<file path="src/htable_pkg.sv">
// Hash table shared types, table geometry and request/response formats
package htable_pkg;

    // --------------------
    // Geometry
    // --------------------

    // Number of parallel tables searched on every lookup
    localparam int NUM_TABLES = 2;

    // Entries per table
    localparam int TABLE_DEPTH = 16;

    // Cycles from lookup strobe to lookup ack
    localparam int LOOKUP_LATENCY = 2;

    // Field widths
    localparam int KEY_W     = 16;
    localparam int VALUE_W   = 16;
    localparam int HASH_W    = $clog2(TABLE_DEPTH);
    localparam int TBL_IDX_W = $clog2(NUM_TABLES);

    // Rotation applied to the key per table index before folding
    localparam int HASH_ROT_STEP = 3;

    // --------------------
    // Scalar types
    // --------------------
    typedef logic [KEY_W-1:0]     key_t;
    typedef logic [VALUE_W-1:0]   value_t;
    typedef logic [HASH_W-1:0]    hash_t;
    typedef logic [TBL_IDX_W-1:0] tbl_idx_t;

    // One hash per table with table 0 in the low bits
    typedef hash_t [NUM_TABLES-1:0] hash_vec_t;

    // --------------------
    // Request / response
    // --------------------
    typedef struct packed {
        key_t key;
    } lookup_req_t;

    typedef struct packed {
        logic   hit;
        value_t value;
    } lookup_rsp_t;

    // Valid low turns the update into a delete
    typedef struct packed {
        logic   valid;
        key_t   key;
        value_t value;
    } update_req_t;

    // Stored entry format
    typedef struct packed {
        logic   valid;
        key_t   key;
        value_t value;
    } tbl_entry_t;

endpackage : htable_pkg

</file>
<file path="src/htable_hash.sv">
// Per-table rotate-and-fold hash of the lookup key and the update key
`timescale 1ns/1ps

module htable_hash (
    input  htable_pkg::key_t      lookup_key,
    input  htable_pkg::key_t      update_key,
    output htable_pkg::hash_vec_t lookup_hash,
    output htable_pkg::hash_vec_t update_hash
);
    import htable_pkg::*;

    // Rotate left, then XOR all hash-wide slices together
    function automatic hash_t fold_hash(input key_t key, input int unsigned rot);
        key_t  rkey;
        hash_t acc;
        rkey = (key << (rot % KEY_W)) | (key >> ((KEY_W - (rot % KEY_W)) % KEY_W));
        acc  = '0;
        for (int i = 0; i < KEY_W / HASH_W; i++) begin
            acc ^= rkey[i*HASH_W +: HASH_W];
        end
        return acc;
    endfunction

    // --------------------
    // One hash per table
    // --------------------
    // Each table uses its own rotation so colliding keys differ elsewhere
    generate
        for (genvar g_tbl = 0; g_tbl < NUM_TABLES; g_tbl++) begin : g_tbl_hash
            assign lookup_hash[g_tbl] = fold_hash(lookup_key, HASH_ROT_STEP * g_tbl);
            assign update_hash[g_tbl] = fold_hash(update_key, HASH_ROT_STEP * g_tbl);
        end : g_tbl_hash
    endgenerate

endmodule : htable_hash

</file>
<file path="src/htable_core.sv">
// Single hash table with power-up clear sweep and two-stage lookup/update pipelines
`timescale 1ns/1ps

module htable_core (
    input  logic                    clk,
    input  logic                    rst_n,

    output logic                    init_done,

    // Lookup side
    input  logic                    lookup_valid,
    input  htable_pkg::lookup_req_t lookup_req,
    input  htable_pkg::hash_t       lookup_hash,

    // Update side
    input  logic                    update_valid,
    input  htable_pkg::update_req_t update_req,
    input  htable_pkg::hash_t       update_hash,

    // Responses
    output logic                    lookup_ack,
    output htable_pkg::lookup_rsp_t lookup_rsp,
    output logic                    update_ack
);
    import htable_pkg::*;

    typedef enum logic {
        INIT_CLEAR,
        READY
    } state_t;

    state_t      state;
    hash_t       clr_idx;

    // Table storage
    tbl_entry_t  mem [TABLE_DEPTH];

    // Lookup stage 1
    logic        lkp_s1_valid;
    key_t        lkp_s1_key;
    hash_t       lkp_s1_hash;
    tbl_entry_t  rd_entry;

    // Update stage 1
    logic        upd_s1_valid;
    update_req_t upd_s1_req;
    hash_t       upd_s1_hash;
    tbl_entry_t  wr_entry;

    // --------------------
    // Init sweep
    // --------------------
    // One entry cleared per cycle, then READY until the next reset
    always_ff @(posedge clk or negedge rst_n) begin
        if (!rst_n) begin
            state   <= INIT_CLEAR;
            clr_idx <= '0;
        end else begin
            case (state)
                INIT_CLEAR: begin
                    clr_idx <= clr_idx + hash_t'(1);
                    if (clr_idx == hash_t'(TABLE_DEPTH - 1)) begin
                        state <= READY;
                    end
                end
                default: state <= READY;
            endcase
        end
    end

    assign init_done = (state == READY);

    // --------------------
    // Pipeline control
    // --------------------
    // Strobes only count once the sweep is done
    always_ff @(posedge clk or negedge rst_n) begin
        if (!rst_n) begin
            lkp_s1_valid <= 1'b0;
            upd_s1_valid <= 1'b0;
            lookup_ack   <= 1'b0;
            update_ack   <= 1'b0;
        end else begin
            lkp_s1_valid <= lookup_valid && init_done;
            upd_s1_valid <= update_valid && init_done;
            lookup_ack   <= lkp_s1_valid;
            update_ack   <= upd_s1_valid;
        end
    end

    // Stage 1 payload
    always_ff @(posedge clk) begin
        lkp_s1_key  <= lookup_req.key;
        lkp_s1_hash <= lookup_hash;
        upd_s1_req  <= update_req;
        upd_s1_hash <= update_hash;
    end

    // --------------------
    // Array access
    // --------------------
    // Read sees the array before a write on the same edge
    assign rd_entry = mem[lkp_s1_hash];

    always_comb begin
        wr_entry.valid = upd_s1_req.valid;
        wr_entry.key   = upd_s1_req.key;
        wr_entry.value = upd_s1_req.value;
    end

    always_ff @(posedge clk) begin
        if (state == INIT_CLEAR) begin
            mem[clr_idx] <= '0;
        end else if (upd_s1_valid) begin
            mem[upd_s1_hash] <= wr_entry;
        end
    end

    // Hit needs a live entry holding the same key
    always_ff @(posedge clk) begin
        lookup_rsp.hit   <= rd_entry.valid && (rd_entry.key == lkp_s1_key);
        lookup_rsp.value <= rd_entry.value;
    end

endmodule : htable_core

</file>
<file path="src/htable_multi_core.sv">
// Multi-table hash engine with lookup fan-out, response merge and round-robin updates
`timescale 1ns/1ps

module htable_multi_core (
    input  logic                    clk,
    input  logic                    rst_n,

    output logic                    init_done,

    // Application requests
    input  logic                    lookup_valid,
    input  htable_pkg::lookup_req_t lookup_req,
    input  logic                    update_valid,
    input  htable_pkg::update_req_t update_req,

    // Hash loop
    output htable_pkg::key_t        lookup_key,
    output htable_pkg::key_t        update_key,
    input  htable_pkg::hash_vec_t   lookup_hash,
    input  htable_pkg::hash_vec_t   update_hash,

    // Merged responses
    output logic                    lookup_ack,
    output htable_pkg::lookup_rsp_t lookup_rsp,
    output logic                    update_ack
);
    import htable_pkg::*;

    logic [NUM_TABLES-1:0] core_init_done;
    logic [NUM_TABLES-1:0] core_upd_valid;
    logic [NUM_TABLES-1:0] core_lkp_ack;
    logic [NUM_TABLES-1:0] core_upd_ack;
    lookup_rsp_t           core_rsp [NUM_TABLES];

    // Round-robin update pointer
    tbl_idx_t              rr_ptr;
    logic                  upd_accept;

    // Same key feeds every table hash
    assign lookup_key = lookup_req.key;
    assign update_key = update_req.key;

    // --------------------
    // Table cores
    // --------------------
    generate
        for (genvar g_tbl = 0; g_tbl < NUM_TABLES; g_tbl++) begin : g_tbl_core
            // Only the table under the pointer takes the update
            assign core_upd_valid[g_tbl] = update_valid && (rr_ptr == tbl_idx_t'(g_tbl));

            htable_core i_htable_core (
                .clk          ( clk ),
                .rst_n        ( rst_n ),
                .init_done    ( core_init_done[g_tbl] ),
                .lookup_valid ( lookup_valid ),
                .lookup_req   ( lookup_req ),
                .lookup_hash  ( lookup_hash[g_tbl] ),
                .update_valid ( core_upd_valid[g_tbl] ),
                .update_req   ( update_req ),
                .update_hash  ( update_hash[g_tbl] ),
                .lookup_ack   ( core_lkp_ack[g_tbl] ),
                .lookup_rsp   ( core_rsp[g_tbl] ),
                .update_ack   ( core_upd_ack[g_tbl] )
            );
        end : g_tbl_core
    endgenerate

    // Ready only when every table finished its sweep
    assign init_done = &core_init_done;

    // --------------------
    // Update steering
    // --------------------
    assign upd_accept = update_valid && init_done;

    always_ff @(posedge clk or negedge rst_n) begin
        if (!rst_n) begin
            rr_ptr <= '0;
        end else if (upd_accept) begin
            if (rr_ptr == tbl_idx_t'(NUM_TABLES - 1)) begin
                rr_ptr <= '0;
            end else begin
                rr_ptr <= rr_ptr + tbl_idx_t'(1);
            end
        end
    end

    // Exactly one core acks a given update
    assign update_ack = |core_upd_ack;

    // --------------------
    // Response merge
    // --------------------
    // Later tables override earlier ones, so the highest hit wins
    always_comb begin
        lookup_ack = 1'b0;
        lookup_rsp = '0;
        for (int i = 0; i < NUM_TABLES; i++) begin
            if (core_lkp_ack[i]) begin
                lookup_ack = 1'b1;
                if (core_rsp[i].hit) begin
                    lookup_rsp.hit   = 1'b1;
                    lookup_rsp.value = core_rsp[i].value;
                end
            end
        end
    end

endmodule : htable_multi_core

</file>
<file path="src/htable_top.sv">
// Hash lookup engine top joining the table array and its hash block
`timescale 1ns/1ps

module htable_top (
    input  logic                    clk,
    input  logic                    rst_n,

    output logic                    init_done,

    // Application requests
    input  logic                    lookup_valid,
    input  htable_pkg::lookup_req_t lookup_req,
    input  logic                    update_valid,
    input  htable_pkg::update_req_t update_req,

    // Responses
    output logic                    lookup_ack,
    output htable_pkg::lookup_rsp_t lookup_rsp,
    output logic                    update_ack
);
    import htable_pkg::*;

    // Hash loop between the tables and the hash block
    key_t      lookup_key;
    key_t      update_key;
    hash_vec_t lookup_hash;
    hash_vec_t update_hash;

    // --------------------
    // Table array
    // --------------------
    htable_multi_core i_htable_multi_core (
        .clk          ( clk ),
        .rst_n        ( rst_n ),
        .init_done    ( init_done ),
        .lookup_valid ( lookup_valid ),
        .lookup_req   ( lookup_req ),
        .update_valid ( update_valid ),
        .update_req   ( update_req ),
        .lookup_key   ( lookup_key ),
        .update_key   ( update_key ),
        .lookup_hash  ( lookup_hash ),
        .update_hash  ( update_hash ),
        .lookup_ack   ( lookup_ack ),
        .lookup_rsp   ( lookup_rsp ),
        .update_ack   ( update_ack )
    );

    // Hashes return combinationally in the same cycle
    htable_hash i_htable_hash (
        .lookup_key  ( lookup_key ),
        .update_key  ( update_key ),
        .lookup_hash ( lookup_hash ),
        .update_hash ( update_hash )
    );

endmodule : htable_top

</file>
<file path="config.mk">
export PLATFORM = sky130hd
export DESIGN_NAME = htable_top
export DESIGN_NICKNAME = d
export VERILOG_FILES = /design/src/htable_pkg.sv /design/src/htable_hash.sv /design/src/htable_core.sv /design/src/htable_multi_core.sv /design/src/htable_top.sv
export SDC_FILE = /design/constraint.sdc
export NUM_CORES = 1
export LEC_CHECK = 0
export BUFFER_PORTS_ARGS = -buffer_cell sky130_fd_sc_hd__buf_2
export CORE_ASPECT_RATIO = 1.2
export CORE_UTILIZATION = 60
export CTS_CLUSTER_DIAMETER = 200
export DETAILED_ROUTE_END_ITERATION = 8
export PLACE_DENSITY = 0.77
export SLEW_MARGIN = 5
export SYNTH_ARGS = -nofsm -noshare
export SYNTH_HDL_FRONTEND = slang
export SYNTH_HIERARCHICAL = 1
export SYNTH_SLANG_ARGS = --single-unit
</file>
<file path="constraint.sdc">
create_clock -name clk -period 3.2 [get_ports clk]
set_input_delay 0.16 -clock clk [delete_from_list [all_inputs] [get_ports clk]]
set_output_delay 0.16 -clock clk [all_outputs]
set_load 0.01 [all_outputs]
</file>
==> results by group, run 1 <==
Timing
  • Setup Viol. Count Final: 0
  • Max Transition Viols Final: 0
  • Worst Skew: ~35 ps
  • Slew @ Worst Pin: about 1100 ps
  • Final setup TNS: 0 ps
  • Rel. slew slack: 0.295
  • Fmax: about 0.34 GHz
  • Final hold violations: 0
  • RSZ-0062 raised after global routing: false
  • Final period util: 0.914
  • Tmin final: approximately 2900 ps
  • Hold Slack: about 50 ps

Clock tree
  • CTS root buf: clkbuf_16
  • CTS Buf Count: between 100 and 150
  • CTS H-tree lvls: 3
  • Clock Path Buffers: 3
  • CTS clk-pin slew, worst paths: ~70 ps
  • Total clock sinks: ~1,200
  • PostCTS Resize Cnt: 0
  • Hold Buf Count CTS: 52
  • Setup Fix Bufs, Post-CTS: 0
  • Clock latency at the later pin of the worst-skew pair: approximately 700 ps
  • CTS tree: yes

Critical path
  • Startpoint Class: register
  • Critical-path cell with the highest stage delay: dfxtp_4
  • Crit path max fanout: 37
  • Worst path cell trace: buf_4 -> mux4_2 -> nor2b_1 -> a211oi_1 -> a21oi_1 -> xnor2_1 -> o2111ai_1 -> nor4b_2
  • R2R depth: 8
  • Critical path required time: about 3800 ps
  • Critical path arrival: around 3500 ps
  • WS Path Type: register to register
  • CP max stage delay: 800 ps
  • CP endpoint kind: register
  • Flop2flop setup slack: about 280 ps

Global route
  • Congestion Overflow GR: 0
  • Initial antenna violation count: 5
  • Largest net degree at the start of global routing: 66
  • First-pass GRT wire length: 154,000 um
  • Vias in the first global route: roughly 23,000
  • GRT Overall Usage: 0.274

Cells and area
  • Layout cells sized above 1: 0.264
  • NumNets Final: approximately 2,400
  • Layout area overhead: 12.9%
  • Commonest non-fill, non-tap cell in the layout: edfxtp_1
  • Most frequent cells in the layout: edfxtp_1 (1,056), mux4_2 (256), dfxtp_1 (140), clkbuf_16 (109), buf_2 (72)
  • Fin util: 0.684

Flow run
  • Max-cap check violation count: 0

Synth
  • Yosys cell types: between 50 and 60
  • Synthesis-stage register bit count: 1,223
  • Synthesized cell area: between 40,000 and 50,000 um2
  • Commonest register cell after synthesis: edfxtp_1
  • Yosys warns: 6
  • Number of flops mapped to enable cells by yosys: around 1,100
  • Syn Inst Count: 2,192
  • Async SR Flop Fraction: 0.0155
  • Syn Nets: about 2,200
  • Seq/Total Area, Yosys: 0.760
  • Syn avg cell area: around 21 um2

Die
  • Core region area: about 76,000 um2
  • Die height: approximately 310 um
  • Total Die Area: between 70,000 and 80,000 um2
  • Starting Density: 0.606
  • Site Rows: 111
  • Ports: 73
  • Die width: 256 um

Power and ir drop
  • Power Density: approximately 710 nW/um2
  • Leak: between 15 and 20 nW
  • Peak supply drop: approximately 0.00056 V

Detailed routing
  • DR iter-0 viols: 2,616
  • Post-Route WL: between 100,000 and 150,000 um
  • 1st-pass router iterations: 6
  • Drt drc: 0
  • Detail Route Antenna Nets: 0
  • DR vias/cell: between 6 and 7
  • WL per Instance: 30.4 um
  • Vias: 22,900

Worst hold path
  • Hold Path Class: input port to asynchronous set/reset pin

Placement
  • Port Buffer Count: 72
  • Placer Congestion: 0.904
  • HPWL Detailed: a little under 60,000 um

Run status
  • Status: finished clean
## worst min-delay path by stage
stage	to	slack (ps)	cells past startpoint
2_1_floorplan	asynchronous set/reset pin	-140	0
3_3_place_gp	asynchronous set/reset pin	110	1
3_5_place_dp	asynchronous set/reset pin	120	1
4_1_cts	asynchronous set/reset pin	6	2
5_1_grt	asynchronous set/reset pin	70	2
6_report	asynchronous set/reset pin	50	2
## critical path: cells and delay by family, from the launching register on
family                 cells  cell delay (ps)
flip-flops                 1              800
AO/OA/AOI/OAI              3              540
multiplexers               1              520
AND/OR/NAND/NOR            2              430
buffers and inverters      1              300
XOR/XNOR                   1              220
## final cells by class
type                            instances  area [um2]
Multi-Input combinational cell        809       10400
Timing Repair Buffer                  215        1830
Sequential cell                      1223       35200
Clock inverter                         56         602
Fill cell                            4562       24100
Tap cell                             1017        1270
Antenna cell                            2        5.00
Inverter                               14        52.6
Clock buffer                          140        2920
## layer usage
| layer | GRT usage | vias to the layer above | part of all wire |
|---|---|---|---|
| met5 | 0 | - | 0.00014 |
| met4 | 0.123 | 2 | 0.043 |
| met3 | 0.0435 | 268 | 0.089 |
| met2 | 0.453 | 1357 | 0.50 |
| met1 | 0.364 | 11900 | 0.37 |
| li1 | - | 9300 | - |
## flip-flops by register name, indices dropped and copies added, names as in the netlist, named ones only
signal                                                     cells
i_htable_multi_core/g_tbl_core.i_htable_core/lookup_ack        2
i_htable_multi_core/g_tbl_core.i_htable_core/lookup_rsp       34
i_htable_multi_core/g_tbl_core.i_htable_core/upd_s1_valid      2
i_htable_multi_core/g_tbl_core.i_htable_core/lkp_s1_valid      2
i_htable_multi_core/rr_ptr                                     1
i_htable_multi_core/g_tbl_core.i_htable_core/upd_s1_hash       8
i_htable_multi_core/g_tbl_core.i_htable_core/init_done         2
i_htable_multi_core/g_tbl_core.i_htable_core/lkp_s1_key       32
i_htable_multi_core/g_tbl_core.i_htable_core/clr_idx           8
i_htable_multi_core/g_tbl_core.i_htable_core/mem            1056
i_htable_multi_core/g_tbl_core.i_htable_core/update_ack        2
i_htable_multi_core/g_tbl_core.i_htable_core/upd_s1_req       66
## where the power goes
group / switching [mW] / internal [mW]
Combinational: 2.75 / 2.27
Clock: 5.65 / 7.28
Sequential: 0.641 / 18.5
## through the flow
| step | cells | power, mW | setup slack (ps) | instance area [um2] |
|---|---|---|---|---|
| 6_report | 3476 | 37.1 | 276 | 52200 |
| 3_3_place_gp | 3226 | 24.2 | 288 | 48200 |
| 2_1_floorplan | 2192 | 22.8 | 303 | 46300 |
| 4_1_cts | 3474 | 37.2 | 235 | 52200 |
| 3_5_place_dp | 3226 | 24.4 | 285 | 48200 |
| 5_1_grt | 3475 | 38.1 | 129 | 52200 |
## Yosys cell counts (10+ instances only)
cell,count,share of area
buf_6,14,0.0034
mux4_2,256,0.12
a21oi_1,18,0.0019
o21ai_0,23,0.0025
and3_1,66,0.0089
nor3b_1,10,0.0016
clkbuf_1,26,0.0021
dfrtp_1,19,0.010
buf_2,57,0.0062
edfxtp_1,1056,0.69
mux4_1,26,0.015
inv_1,12,0.00097
xor2_1,26,0.0049
buf_4,42,0.0068
dfxtp_1,148,0.064
a31oi_1,14,0.0019
nor3_1,10,0.0011
nand2_1,24,0.0019
nand3_1,41,0.0044
mux2i_1,70,0.015
nor2_1,46,0.0037
nor2b_1,19,0.0026
xnor2_1,49,0.0093
## cell families after synthesis
group,after synthesis,synth area share
muxes,358,0.156
xor gates and xnor gates,75,0.0142
adders and majority gates,2,0.000541
AOI/OAI and AO/OA,127,0.0194
DFF,1223,0.760
buffers and inverters,160,0.0213
and+or+nand+nor,247,0.0290
No activity file was read; power rests on OpenSTA's default activity.
==> run 2, diff against run 1 <==
- CORE_MARGIN: default -> 2
==> run 2 against run 1 <==
- worst setup slack improved by 3.8 ps
- final area decreased by 0.35%
- global-route usage decreased by 0.52 points
- routed wire length decreased by 1.3%
- fmax increased by 0.13%
- count of clock-buffer cells in the layout increased by 5
- total power decreased by 1.3%
- flip-flop and latch count unchanged
- cell count decreased by 0.12%
- clock skew decreased by 10 ps
- worst hold slack improved by 8.2 ps
- utilization decreased by 0.24 points
- critical path type unchanged
- largest cell class unchanged
- largest power group unchanged
- highest routed layer unchanged
==> results by group, run 2 (same netlist as run 1, synthesis figures left out) <==
Global route
  • Vias in the first global route: between 20,000 and 25,000
  • Initial antenna violation count: 4
  • Largest net degree at the start of global routing: 57
  • Congestion Overflow GR: 0
  • First-pass GRT wire length: between 150,000 and 200,000 um
  • GRT Overall Usage: 0.269

Timing
  • Worst Skew: between 20 and 30 ps
  • Setup Viol. Count Final: 0
  • Slew @ Worst Pin: around 1000 ps
  • RSZ-0062 raised after global routing: false
  • Tmin final: about 2900 ps
  • Rel. slew slack: 0.301
  • Setup ws final: between 200 and 300 ps
  • Final period util: 0.913
  • Final setup TNS: 0 ps
  • Final hold violations: 0
  • Max Transition Viols Final: 0
  • Fmax: between 0.3 and 0.4 GHz

Clock tree
  • Setup Fix Bufs, Post-CTS: 0
  • Clock Path Buffers: 3
  • CTS root buf: clkbuf_16
  • PostCTS Resize Cnt: 0
  • CTS Buf Count: around 110
  • Total clock sinks: about 1,200
  • Hold Buf Count CTS: between 50 and 60
  • CTS clk-pin slew, worst paths: ~70 ps
  • CTS H-tree lvls: 3
  • CTS tree: yes
  • Clock latency at the later pin of the worst-skew pair: between 600 and 700 ps

Cells and area
  • Seq. cell area: approximately 35,000 um2
  • Max FFs per register: ~1,100
  • Area of the multi-input gates: roughly 10,000 um2
  • Fillers: between 4,000 and 5,000
  • Layout cells sized above 1: 0.262
  • Most flops, register: i_htable_multi_core/g_tbl_core.i_htable_core/mem
  • Layout area overhead: 12.5%
  • Commonest non-fill, non-tap cell in the layout: edfxtp_1
  • Largest regs: i_htable_multi_core/g_tbl_core.i_htable_core/mem (1056), i_htable_multi_core/g_tbl_core.i_htable_core/upd_s1_req (66), i_htable_multi_core/g_tbl_core.i_htable_core/lookup_rsp (34)
  • Most frequent cells in the layout: edfxtp_1 (1,056), mux4_2 (256), dfxtp_1 (140), clkbuf_16 (109), buf_2 (72)
  • NumNets Final: roughly 2,400
  • Final cell count without fillers: roughly 3,500

Detailed routing
  • Post-Route WL: around 100,000 um
  • DR iter-0 viols: roughly 2,500
  • 1st-pass router iterations: 6
  • WL per Instance: 30.0 um
  • Drt drc: 0
  • DR vias/cell: approximately 6.5
  • Detail Route Antenna Nets: 0
  • Vias: between 20,000 and 25,000

Power and ir drop
  • Leak: ~17 nW
  • Power Density: around 700 nW/um2
  • Power after layout: around 37 mW
  • Peak supply drop: between 0.0004 and 0.0005 V

Die
  • Site Rows: roughly 110
  • Core region area: about 76,000 um2
  • Starting Density: 0.606
  • Die width: ~260 um
  • Die height: 308 um
  • Total Die Area: 79,400 um2
  • Ports: 73

Critical path
  • Critical path arrival: between 3000 and 4000 ps
  • Startpoint Class: register
  • Critical path required time: about 3800 ps
  • Crit path max fanout: 37
  • CP endpoint kind: register
  • WS Path Type: register to register

Placement
  • Pre-CTS WS: around 330 ps
  • Port Buffer Count: 72
  • HPWL Detailed: 60,200 um
  • Placer Congestion: 0.898
  • Placed insts: between 3,000 and 4,000

Worst hold path
  • Hold Path Class: input port to asynchronous set/reset pin

Flow run
  • Max-cap check violation count: 0

Run status
  • Status: finished clean
## run 2: cell types whose count changed in the layout (fill, tap and decap cells not counted), moves of 2 or more
cell        previous run  this run
inv_4                  2         9
buf_4                 70        65
bufinv_16             10         5
inv_6                  8         3
clkinvlp_4             5         1
clkbuf_8               8        11
clkinv_2              17        20
clkinv_1              11        13
## run 2: report_power, final
| group | internal (mW) | switching, mW |
|---|---|---|
| registers | 18.5 | 0.610 |
| clock network | 6.93 | 5.53 |
| logic | 2.25 | 2.78 |
| total | 27.7 | 8.92 |
## run 2: metrics by stage
step                      cell area [um2]   util  hold slack (ps)
after floorplan                     46300      -             -136
after global placement              48100  0.630              111
after detailed placement            48100  0.630              129
after CTS                           52100  0.681             21.8
after global routing                52100  0.681             96.1
final                               52100  0.681             58.3
## run 2: path summary, 6_finish.rpt
path | startpoint | endpoint | slack, ps | cells after the start
worst max-delay path | register | register | 280 | 7
worst max register to register | register | register | 280 | 7
worst min register to register | register | register | 360 | 0
min in group clk | update_req[11] | register | 160 | 2
worst min-delay path | rst_n | i_htable_multi_core/rr_ptr$_DFFE_PN0P_ | 60 | 2
max in group asynchronous | rst_n | asynchronous set/reset pin | 2810 | 2
## run 2: layout make-up
class,count,area share
clock buffer,145,0.0572
timing repair buffer,210,0.0344
sequential,1223,0.676
antenna,1,0.0000481
multi-input combinational,809,0.199
clock inverter,53,0.00781
tap,1017,0.0244
inverter,14,0.00101
## run 2: layer usage
| metal | share of wire | global-route usage | vias to the layer above |
|---|---|---|---|
| met5 | 0.00012 | 0 | - |
| met3 | 0.079 | 0.0413 | 245 |
| met2 | 0.51 | 0.456 | 1185 |
| met4 | 0.039 | 0.111 | 2 |
| met1 | 0.37 | 0.352 | 11800 |
| li1 | - | - | 9301 |
## run 2: worst max-delay path, stage by stage, from the launching register on
cell and delay [ps]:
dfxtp_4 760, buf_12 290, mux4_2 530, nor2_1 230, o32ai_1 130, nor4_1 330
o2111ai_1 220, nor4b_2 310
==> run 3, diff against run 2 <==
- ABC_AREA: default -> 1
- PLACE_DENSITY: 0.77 -> 0.76
- REMOVE_ABC_BUFFERS: default -> 1
==> run 3 against run 2 <==
- combinational power down 25%
- total power shrank 5.4%
- sequential share of layout area shrank 2.2 points
- die area up 4.0%
- sequential power decreased by 6%
- global-route usage up 1.6 points
- non-clock buffer count grew 22
- clock power rose by 3%
- final area up 3.3%
- fmax grew 6.8%
- synthesized cell count grew 83%
- critical path depth down 1
- highest routed layer unchanged
==> results by group, run 3 <==
Critical path
  • CP max stage delay: between 600 and 700 ps
  • R2R depth: 6
  • Critical path arrival: 3370 ps
  • Critical-path cell with the highest stage delay: dfxtp_4
  • WS Path Type: register to register
  • Worst path cell trace: buf_4 -> buf_4 -> o21ai_0 -> o221ai_1 -> nand3_1 -> nand2_1
  • Crit path max fanout: around 70
  • Most used cell along the critical path: buf_4
  • Startpoint Class: register
  • Critical path required time: around 3800 ps
  • CP endpoint kind: register
  • Flop2flop setup slack: ~470 ps

Timing
  • Setup Viol. Count Final: 0
  • RSZ-0062 raised after global routing: false
  • Fmax: roughly 0.37 GHz
  • Slew @ Worst Pin: 1220 ps
  • Final hold violations: 0
  • Rel. slew slack: 0.184
  • Final period util: 0.854
  • Max Transition Viols Final: 0
  • Tmin final: about 2700 ps
  • Worst Skew: 29.6 ps

Synth
  • Seq/Total Area, Yosys: 0.730
  • Yosys warns: 6
  • Commonest register cell after synthesis: edfxtp_1
  • Synthesized cell area: slightly below 50,000 um2
  • Syn avg cell area: between 10 and 15 um2
  • Syn Inst Count: around 4,000
  • Yosys cell types: 36
  • Count leader, synth: edfxtp_1
  • Top post-synthesis cells by count: edfxtp_1 (1,056), nand2_1 (666), nor2_1 (582), o21ai_0 (364), inv_1 (303)
  • Area leader, netlist: edfxtp_1
  • Async SR Flop Fraction: 0.0155
  • Synthesis-stage register bit count: 1,223
  • Post-synth top area share: 0.659
  • Number of flops mapped to enable cells by yosys: 1,056
  • Synth area leaders: edfxtp_1 (66%), dfxtp_1 (6.2%), nand2_1 (5.2%)

Global route
  • GRT Overall Usage: 0.284
  • Initial antenna violation count: 2
  • First-pass GRT wire length: between 150,000 and 200,000 um
  • Largest net degree at the start of global routing: 138
  • Vias in the first global route: slightly above 30,000
  • Congestion Overflow GR: 0

Run status
  • Status: finished clean

Cells and area
  • ANT cells: 0
  • Max FFs per register: between 1,000 and 1,500
  • Layout cells sized above 1: 0.0979
  • Most flops, register: i_htable_multi_core/g_tbl_core.i_htable_core/mem
  • Fillers: approximately 5,400
  • Fin util: 0.678
  • Most frequent cells in the layout: edfxtp_1 (1,056), nand2_1 (664), nor2_1 (550), o21ai_0 (364), inv_1 (303)
  • Commonest non-fill, non-tap cell in the layout: edfxtp_1
  • Area of the multi-input gates: between 10,000 and 15,000 um2
  • Seq. cell area: 35,200 um2
  • NumNets Final: approximately 4,200
  • Final cell count without fillers: around 5,200
  • Largest regs: i_htable_multi_core/g_tbl_core.i_htable_core/mem (1056), i_htable_multi_core/g_tbl_core.i_htable_core/upd_s1_req (66), i_htable_multi_core/g_tbl_core.i_htable_core/lookup_rsp (34)
  • Layout area overhead: 11.7%

Power and ir drop
  • Power Density: ~640 nW/um2
  • Leak: roughly 20 nW
  • Peak supply drop: between 0.0004 and 0.0005 V

Die
  • Site Rows: around 110
  • Die height: 314 um
  • Starting Density: 0.607
  • Ports: between 70 and 80
  • Die width: 263 um
  • Total Die Area: between 80,000 and 90,000 um2
  • Core region area: around 79,000 um2

Detailed routing
  • WL per Instance: 22.5 um
  • Detail Route Antenna Nets: 0
  • DR iter-0 viols: ~3,900
  • DR vias/cell: about 6
  • Drt drc: 0
  • 1st-pass router iterations: 6
  • Vias: ~31,000
  • Post-Route WL: 118,000 um

Flow run
  • Max-cap check violation count: 0

Clock tree
  • PostCTS Resize Cnt: 0
  • CTS clk-pin slew, worst paths: approximately 70 ps
  • Total clock sinks: roughly 1,200
  • Clock Path Buffers: 3
  • CTS H-tree lvls: 3
  • Clock latency at the later pin of the worst-skew pair: 700 ps
  • CTS root buf: clkbuf_16
  • CTS tree: yes
  • CTS Buf Count: 109

Placement
  • Port Buffer Count: 72
  • Placer Congestion: roughly 0.82
  • Placed insts: a little under 5,000
  • HPWL Detailed: between 60,000 and 70,000 um

Worst hold path
  • Hold Path Class: input port to register
run 3: cell count changes in the layout (fill, tap and decap cells not counted), moves of 90 or more:
cell and delta:
inv_1 +291, nand2_1 +640, nor2_1 +536, o21ai_0 +341, nand3_1 +245, mux4_2 -256
o221ai_1 +90
run 3: power by group:
group | internal [mW] | switching, mW
Clock | 7.25 | 5.68
Sequential | 17.8 | 0.191
Combinational | 1.07 | 2.71
run 3: kinds of logic (layout without fill, tap and decap cells):
kind of cell / count (synthesis) / count (layout) / share of synthesized area
xor+xnor: 13 / 13 / 0.00237
simple gates: 1553 / 1553 / 0.130
fa+ha+maj: 2 / 2 / 0.000520
compound gates: 656 / 656 / 0.0809
flops: 1223 / 1223 / 0.730
buf+inv: 570 / 750 / 0.0559
mux: 2 / 2 / 0.000416
run 3: what timing repair did:
| item | CTS | global route |
|---|---|---|
| hold buffers | 53 | 0 |
| buffers inserted | 0 | 0 |
| endpoints found under the setup margin | 0 | 0 |
| endpoints found under the hold margin | 138 | 0 |
run 3: layout make-up:
type | count | share of cell area
Tap cell | 1035 | 0.0241
Inverter | 311 | 0.0221
Timing Repair Buffer | 232 | 0.0369
Sequential cell | 1223 | 0.654
Clock buffer | 165 | 0.0594
Clock inverter | 42 | 0.00733
Multi-Input combinational cell | 2226 | 0.196
run 3: through the flow:
step | TNS (ps) | total power [mW] | area (um2) | hold slack (ps) | setup WS [ps]
after global routing | 0 | 35.8 | 53800 | 123 | 413
after CTS | 0 | 34.7 | 53800 | 95.5 | 577
after floorplan | -456450 | 20.6 | 46600 | -136 | -4840
final | 0 | 34.7 | 53800 | 116 | 466
after global placement | 0 | 21.8 | 49700 | 130 | 741
after detailed placement | 0 | 21.9 | 49700 | 130 | 665
run 3: worst min path at each step:
stage,from,slack [ps],endpoint,cells past startpoint
floorplan,rst_n,-140,asynchronous set/reset pin,0
global placement,rst_n,130,asynchronous set/reset pin,1
detailed placement,rst_n,130,asynchronous set/reset pin,1
CTS,update_req[0],100,register,2
global route,update_req[15],120,register,2
finish,update_req[0],120,register,2
run 3: routing by layer:
| metal | GRT usage | wire length [um] | up-vias |
|---|---|---|---|
| li1 | - | - | 14100 |
| met1 | 0.373 | 44100 | 15100 |
| met2 | 0.477 | 57700 | 1643 |
| met3 | 0.0451 | 11200 | 327 |
| met4 | 0.122 | 4700 | 4 |
| met5 | 0 | 37 | - |
run 3: critical path, delay by kind of cell, from the launching register on:
family | cells | cell delay (ps)
buffers and inverters | 2 | 1120
DFF | 1 | 650
AOI/OAI and AO/OA | 2 | 580
and+or+nand+nor | 2 | 260
